File: src/hdl/wallace_macros.svh
`ifndef WALLACE_MACROS_SVH
`define WALLACE_MACROS_SVH

// operand width
`define WALLACE_OPERAND_W 16

// product and aligned row width
`define WALLACE_PRODUCT_W 32

// result buffer depth and upstream credits after reset
`define WALLACE_CREDITS 4

// credits toward downstream after reset
`define WALLACE_OUT_CREDITS 2

`endif

File: src/hdl/wallace_pkg.sv
`include "wallace_macros.svh"

package wallace_pkg;

	// one multiplier operand
	typedef logic [`WALLACE_OPERAND_W-1:0] operand_t;

	// full unsigned product
	typedef logic [`WALLACE_PRODUCT_W-1:0] product_t;

	// partial-product or compressed row, bit j has weight 2**j
	typedef logic [`WALLACE_PRODUCT_W-1:0] pp_row_t;

	// credit or occupancy count
	typedef logic [$clog2(`WALLACE_CREDITS + 1)-1:0] credit_cnt_t;

endpackage

File: src/hdl/csa_layer.sv
module csa_layer #(
	parameter int ROWS_IN = 16
) (
	input  logic                 clk,
	input  logic                 rst_n,
	input  logic                 in_valid,
	input  wallace_pkg::pp_row_t in_rows [ROWS_IN],
	output logic                 out_valid,
	output wallace_pkg::pp_row_t out_rows [ROWS_IN/2]
);

	localparam int ROW_W = $bits(wallace_pkg::pp_row_t);
	localparam int GROUPS = ROWS_IN / 4;

	wallace_pkg::pp_row_t comp_rows [ROWS_IN/2];

	// each group of four rows becomes a sum row and a carry row
	for (genvar g = 0; g < GROUPS; g++) begin : g_group
		wallace_pkg::pp_row_t r0;
		wallace_pkg::pp_row_t r1;
		wallace_pkg::pp_row_t r2;
		wallace_pkg::pp_row_t r3;
		wallace_pkg::pp_row_t sum_row;
		wallace_pkg::pp_row_t carry_row;
		// first full adder carry, enters the column above
		logic [ROW_W-1:0] mid_carry;

		assign r0 = in_rows[4*g];
		assign r1 = in_rows[4*g+1];
		assign r2 = in_rows[4*g+2];
		assign r3 = in_rows[4*g+3];
		assign mid_carry[0] = 1'b0;
		assign carry_row[0] = 1'b0;

		// 4:2 cell per column, two chained full adders
		for (genvar j = 0; j < ROW_W; j++) begin : g_col
			logic fa_sum;

			assign fa_sum = r0[j] ^ r1[j] ^ r2[j];
			assign sum_row[j] = fa_sum ^ r3[j] ^ mid_carry[j];

			// carries out of the top column lie above the product
			if (j < ROW_W - 1) begin : g_carry
				assign mid_carry[j+1] = (r0[j] & r1[j]) | (r0[j] & r2[j]) |
					(r1[j] & r2[j]);
				assign carry_row[j+1] = (fa_sum & r3[j]) | (fa_sum & mid_carry[j]) |
					(r3[j] & mid_carry[j]);
			end
		end

		assign comp_rows[2*g] = sum_row;
		assign comp_rows[2*g+1] = carry_row;
	end

	always_ff @(posedge clk or negedge rst_n) begin
		if (!rst_n) begin
			out_valid <= 1'b0;
		end else begin
			out_valid <= in_valid;
		end
	end

	always_ff @(posedge clk) begin
		if (in_valid) begin
			out_rows <= comp_rows;
		end
	end

endmodule

File: src/hdl/final_adder.sv
module final_adder (
	input  logic                  clk,
	input  logic                  rst_n,
	input  logic                  in_valid,
	input  wallace_pkg::pp_row_t  in_rows [2],
	output logic                  out_valid,
	output wallace_pkg::product_t product
);

	wallace_pkg::product_t sum;

	// carry-propagate add of the last sum and carry rows
	assign sum = in_rows[0] + in_rows[1];

	always_ff @(posedge clk or negedge rst_n) begin
		if (!rst_n) begin
			out_valid <= 1'b0;
		end else begin
			out_valid <= in_valid;
		end
	end

	always_ff @(posedge clk) begin
		if (in_valid) begin
			product <= sum;
		end
	end

endmodule

File: src/hdl/pp_array.sv
`include "wallace_macros.svh"

module pp_array (
	input  logic                 clk,
	input  logic                 rst_n,
	input  logic                 in_valid,
	input  wallace_pkg::operand_t a,
	input  wallace_pkg::operand_t b,
	output logic                 pp_valid,
	output wallace_pkg::pp_row_t pp_rows [`WALLACE_OPERAND_W]
);

	wallace_pkg::pp_row_t rows [`WALLACE_OPERAND_W];

	// row i is a gated by b[i], moved up to weight 2**i
	always_comb begin
		for (int i = 0; i < `WALLACE_OPERAND_W; i++) begin
			rows[i] = wallace_pkg::pp_row_t'(a & {`WALLACE_OPERAND_W{b[i]}}) << i;
		end
	end

	always_ff @(posedge clk or negedge rst_n) begin
		if (!rst_n) begin
			pp_valid <= 1'b0;
		end else begin
			pp_valid <= in_valid;
		end
	end

	always_ff @(posedge clk) begin
		if (in_valid) begin
			pp_rows <= rows;
		end
	end

endmodule

File: src/hdl/result_buffer.sv
`include "wallace_macros.svh"

module result_buffer #(
	parameter int DEPTH = `WALLACE_CREDITS
) (
	input  logic                  clk,
	input  logic                  rst_n,
	input  logic                  push,
	input  wallace_pkg::product_t push_data,
	input  logic                  out_credit,
	output logic                  out_valid,
	output wallace_pkg::product_t product,
	output logic                  in_credit
);

	localparam int PTR_W = (DEPTH > 1) ? $clog2(DEPTH) : 1;

	wallace_pkg::product_t mem [DEPTH];
	logic [PTR_W-1:0] wr_ptr;
	logic [PTR_W-1:0] rd_ptr;
	wallace_pkg::credit_cnt_t count;
	// credits held toward downstream
	wallace_pkg::credit_cnt_t out_cnt;
	logic pop;

	// one result leaves per cycle while data and a credit are there
	assign pop = (count != '0) && (out_cnt != '0);
	assign out_valid = pop;
	assign in_credit = pop;
	assign product = mem[rd_ptr];

	always_ff @(posedge clk) begin
		if (push) begin
			mem[wr_ptr] <= push_data;
		end
	end

	always_ff @(posedge clk or negedge rst_n) begin
		if (!rst_n) begin
			wr_ptr <= '0;
			rd_ptr <= '0;
		end else begin
			if (push) begin
				wr_ptr <= (wr_ptr == PTR_W'(DEPTH - 1)) ? '0 : wr_ptr + 1'b1;
			end
			if (pop) begin
				rd_ptr <= (rd_ptr == PTR_W'(DEPTH - 1)) ? '0 : rd_ptr + 1'b1;
			end
		end
	end

	always_ff @(posedge clk or negedge rst_n) begin
		if (!rst_n) begin
			count <= '0;
		end else begin
			case ({push, pop})
				2'b10: count <= count + 1'b1;
				2'b01: count <= count - 1'b1;
				default: count <= count;
			endcase
		end
	end

	// returned credits and spent credits may land in the same cycle
	always_ff @(posedge clk or negedge rst_n) begin
		if (!rst_n) begin
			out_cnt <= wallace_pkg::credit_cnt_t'(`WALLACE_OUT_CREDITS);
		end else begin
			case ({out_credit, pop})
				2'b10: out_cnt <= out_cnt + 1'b1;
				2'b01: out_cnt <= out_cnt - 1'b1;
				default: out_cnt <= out_cnt;
			endcase
		end
	end

endmodule

File: src/hdl/wallace_mult.sv
`include "wallace_macros.svh"

module wallace_mult (
	input  logic                  clk,
	input  logic                  rst_n,
	input  logic                  in_valid,
	input  wallace_pkg::operand_t a,
	input  wallace_pkg::operand_t b,
	output logic                  in_credit,
	output logic                  out_valid,
	output wallace_pkg::product_t product,
	input  logic                  out_credit
);

	localparam int ROWS = `WALLACE_OPERAND_W;

	logic pp_valid;
	wallace_pkg::pp_row_t pp_rows [ROWS];

	logic l1_valid;
	wallace_pkg::pp_row_t l1_rows [ROWS/2];

	logic l2_valid;
	wallace_pkg::pp_row_t l2_rows [ROWS/4];

	logic l3_valid;
	wallace_pkg::pp_row_t l3_rows [ROWS/8];

	logic sum_valid;
	wallace_pkg::product_t sum_product;

	pp_array u_pp_array (
		.clk      (clk),
		.rst_n    (rst_n),
		.in_valid (in_valid),
		.a        (a),
		.b        (b),
		.pp_valid (pp_valid),
		.pp_rows  (pp_rows)
	);

	// 16 rows down to 2 over three layers
	csa_layer #(.ROWS_IN(ROWS)) u_csa_l1 (
		.clk       (clk),
		.rst_n     (rst_n),
		.in_valid  (pp_valid),
		.in_rows   (pp_rows),
		.out_valid (l1_valid),
		.out_rows  (l1_rows)
	);

	csa_layer #(.ROWS_IN(ROWS/2)) u_csa_l2 (
		.clk       (clk),
		.rst_n     (rst_n),
		.in_valid  (l1_valid),
		.in_rows   (l1_rows),
		.out_valid (l2_valid),
		.out_rows  (l2_rows)
	);

	csa_layer #(.ROWS_IN(ROWS/4)) u_csa_l3 (
		.clk       (clk),
		.rst_n     (rst_n),
		.in_valid  (l2_valid),
		.in_rows   (l2_rows),
		.out_valid (l3_valid),
		.out_rows  (l3_rows)
	);

	final_adder u_final_adder (
		.clk       (clk),
		.rst_n     (rst_n),
		.in_valid  (l3_valid),
		.in_rows   (l3_rows),
		.out_valid (sum_valid),
		.product   (sum_product)
	);

	result_buffer #(.DEPTH(`WALLACE_CREDITS)) u_result_buffer (
		.clk        (clk),
		.rst_n      (rst_n),
		.push       (sum_valid),
		.push_data  (sum_product),
		.out_credit (out_credit),
		.out_valid  (out_valid),
		.product    (product),
		.in_credit  (in_credit)
	);

endmodule

File: config.mk
export PLATFORM = sky130hd
export DESIGN_NAME = wallace_mult
export DESIGN_NICKNAME = d
export VERILOG_FILES = /design/src/hdl/wallace_pkg.sv /design/src/hdl/csa_layer.sv /design/src/hdl/final_adder.sv /design/src/hdl/pp_array.sv /design/src/hdl/result_buffer.sv /design/src/hdl/wallace_mult.sv
export VERILOG_INCLUDE_DIRS = /design/src /design/src/hdl
export SDC_FILE = /design/constraint.sdc
export NUM_CORES = 1
export LEC_CHECK = 0
export BUFFER_PORTS_ARGS = -buffer_cell sky130_fd_sc_hd__buf_2
export CAP_MARGIN = 20
export CORE_MARGIN = 2
export CORE_UTILIZATION = 45
export DETAILED_ROUTE_END_ITERATION = 12
export GPL_ROUTABILITY_DRIVEN = 0
export PLACE_DENSITY = 0.67
export SYNTH_ARGS = -nofsm -noshare
export SYNTH_HDL_FRONTEND = slang
export SYNTH_HIERARCHICAL = 1
export SYNTH_SLANG_ARGS = --single-unit
export TNS_END_PERCENT = 20
File: constraint.sdc
create_clock -name clk -period 6.2 [get_ports clk]
set_clock_uncertainty 0.1 [all_clocks]
set_input_delay 0.93 -clock clk [delete_from_list [all_inputs] [get_ports clk]]
set_output_delay 0.93 -clock clk [all_outputs]
set_load 0.05 [all_outputs]
==> results_dict.tcl <==
set metrics [dict create \
    maxSlewHeadroom_pct 27.2 \
    root_buffer "clkbuf_16" \
    clock_path_buffers 3 \
    fin_hold_ws_ns 0.136 \
    syn_area_um2 41800 \
    ios 70 \
    clk_latency_ns 0.64 \
    netlist_instances 2188 \
    cp_max_fo 20 \
    cts_sinks 872 \
    hp-class "input port to async pin" \
    wl_per_cell_um 18.1 \
    die_y_um 309 \
    design_area_um2 45200 \
    h-tree-depth 3 \
    syn2layout_area_growth_pct 8.18 \
    fin_ws_ns 2.74 \
    crit-reg2reg-launch "u_csa_l3/out_rows[1]" \
    initialDrtViolationCount 1241 \
    min_period_ns 3.46 \
    met1_length_um 29100 \
    grt_setup_unrepaired "false" \
    vias_per_cell 4.67 \
    vias 16900 \
    synth_flop_cell "edfxtp_1" \
    p_per_area_nw_per_um2 450 \
    ys_async_sr_fraction_pct 1.72 \
    fmax_ghz 0.289 \
    die_x_um 309 \
    status "complete, no violations" \
    drive_gt1_share_pct 11.0 \
    routed_wl_um 65700 \
    cts_setup_buffers 0 \
    routed-wl-met3_um 3410 \
    cts-resized-gates 0 \
    dpl_cell_area_um2 42300 \
    cts_tree "built" \
    yosysTopAreaCell "edfxtp_1" \
    final_hold_viol_count 0 \
    crit_arrival_ns 2.43 \
    insertedDiodeCount 0 \
    rows 111 \
    drv_slew 0 \
    fin_setup_tns_ns 0 \
    end_kind "output port" \
    die_area_um2 95300 \
    critPathLaunchType "flip-flop" \
    finalCritPeriodShare_pct 55.9 \
    synth_area_leaders "edfxtp_1 62%, fa_1 21%, buf_4 4.9%, and2_1 3.7%, mux4_2 1.5%" \
    ys_ff_latch 872 \
    synth_warnings 6 \
    synth_edf_count 857 \
    ant_nets 0 \
    r2r_end "u_final_adder/product[28]" \
    worst-endpoint-required_ns 5.17 \
    place_ws_ns 3.10 \
    grt_pass1_vias 19100 \
    synthDistinctLibCells 62 \
    dp_hpwl_um 45100 \
    setup.worst_path.start "u_result_buffer/rd_ptr[0]" \
    postCtsHoldBufs 0 \
    peakVddDrop_uv 244 \
    setup_violations 0 \
    synth-seq-area-share_pct 62.5 \
    highest_layer "met4" \
    path_clk_slew_ns 0.06 \
    reg2reg_depth 9 \
    worst_pin_slew_ns 1.09 \
    nets 2822 \
    coreArea_um2 91800 \
    ff2ff_setup_slack_ns 3.34 \
    numCtsBuffers 90 \
    drv_cap 0 \
    start_util_pct 45.5 \
    synth_top_area_share_pct 61.6 \
    leakagePower_uw 0.0167 \
    drc 0 \
    dr.pass1.iters 5 \
    track_usage_pct 14.6 \
    portBuffers 69 \
    synth.avg_cell_area_um2 19.1 \
    design_power_total_uw 20300 \
    grt_max_degree 144 \
    grt_pass1_wl_um 106000 \
    antenna_found_initial 2 \
    grt-ovfl-total 0 \
    path_class "flip-flop to output port" \
    wl_met2_um 32000 \
]
==> area by class of cell <==
class,instances,area (µm²)
Multi-Input combinational cell,1254,14200
Inverter,12,45.0
Clock inverter,51,493
Timing Repair Buffer,81,483
Clock buffer,111,2350
Tap cell,1243,1560
Sequential cell,872,26100
Fill cell,7429,46600
==> synthesized netlist by cell type, types with 5 or more instances <==
| master | instances |
|---|---|
| inv_1 | 12 |
| buf_4 | 274 |
| a21o_1 | 14 |
| a21oi_1 | 24 |
| a211oi_1 | 6 |
| o21ai_0 | 10 |
| o21ai_1 | 6 |
| xor2_1 | 21 |
| mux4_2 | 28 |
| buf_6 | 26 |
| fa_1 | 430 |
| nand2b_1 | 5 |
| edfxtp_1 | 857 |
| nor3_1 | 5 |
| and2_2 | 15 |
| o21a_1 | 5 |
| nor2_1 | 17 |
| ha_1 | 45 |
| xnor3_1 | 7 |
| xnor2_1 | 29 |
| and2_1 | 247 |
| nand2_1 | 19 |
| dfrtp_1 | 14 |
==> layer usage <==
metal  GRT usage, %  up-vias
met5              0        -
met4           4.20        0
met3           2.59       79
met2           24.0      376
met1           20.3     8968
li1               -     7505
==> state kept, by name, indices dropped and copies added (netlist names), 3 cells and up <==
register / cells
u_result_buffer/count: 3
u_result_buffer/out_cnt: 3
u_csa_l3/out_rows: 63
u_pp_array/pp_rows: 256
u_result_buffer/mem: 128
u_csa_l2/out_rows: 126
u_final_adder/product: 32
u_csa_l1/out_rows: 252
==> cells by family after synthesis <==
logic type	count (synthesis)	share of synthesized area, %
multiplexers	36	1.86
adder cells (fa/ha/maj)	475	21.9
flip-flops	872	62.5
buffers and inverters	321	5.97
AO/OA/AOI/OAI	90	1.47
XOR/XNOR	57	1.42
AND/OR/NAND/NOR	333	4.83
other	4	0.0359
==> critical path, stage by stage, from the launching register on <==
cell     delay, ns
dfrtp_2       0.71
buf_12        0.26
mux4_1        0.58
buf_2         0.23
==> per-stage QoR <==
stage          utilization [%]  instances
2_1_floorplan                -       2447
3_3_place_gp              46.1       3461
3_5_place_dp              46.1       3461
4_1_cts                   49.2       3623
5_1_grt                   49.3       3624
6_report                  49.3       3624
==> worst max-delay path by stage <==
| stage | end | slack [ns] | cells past startpoint |
|---|---|---|---|
| floorplan | u_csa_l1/out_valid | 0.004 | 0 |
| global placement | product[19] | 3.19 | 2 |
| detailed placement | product[19] | 3.10 | 2 |
| CTS | product[19] | 2.39 | 2 |
| global route | product[19] | 2.57 | 3 |
| finish | product[19] | 2.74 | 3 |
==> where the power goes <==
part | switching [µW] | internal, µW | total, µW
Clock | 2160 | 3030 | 5190
Combinational | 3370 | 2410 | 5780
Sequential | 762 | 8610 | 9370
Total | 6290 | 14100 | 20300
==> cells in the final DEF (no fill, tap or decap), types with 6 or more instances in the layout <==
| cell type | count |
|---|---|
| clkbuf_16 | 91 |
| and2_1 | 247 |
| edfxtp_1 | 857 |
| clkbuf_1 | 20 |
| o21ai_0 | 10 |
| xor2_1 | 21 |
| xnor3_1 | 7 |
| a211oi_1 | 6 |
| clkinv_2 | 8 |
| buf_4 | 9 |
| a21oi_1 | 24 |
| inv_1 | 12 |
| mux4_2 | 28 |
| xnor2_1 | 29 |
| fa_1 | 430 |
| dfrtp_1 | 10 |
| ha_1 | 45 |
| clkinv_1 | 24 |
| a21o_1 | 14 |
| o21ai_1 | 6 |
| nand2_1 | 19 |
| buf_2 | 68 |
| inv_6 | 6 |
| bufinv_16 | 8 |
| and2_2 | 15 |
| nor2_1 | 17 |
| conb_1 | 263 |
(Power assumes the default switching activity.)
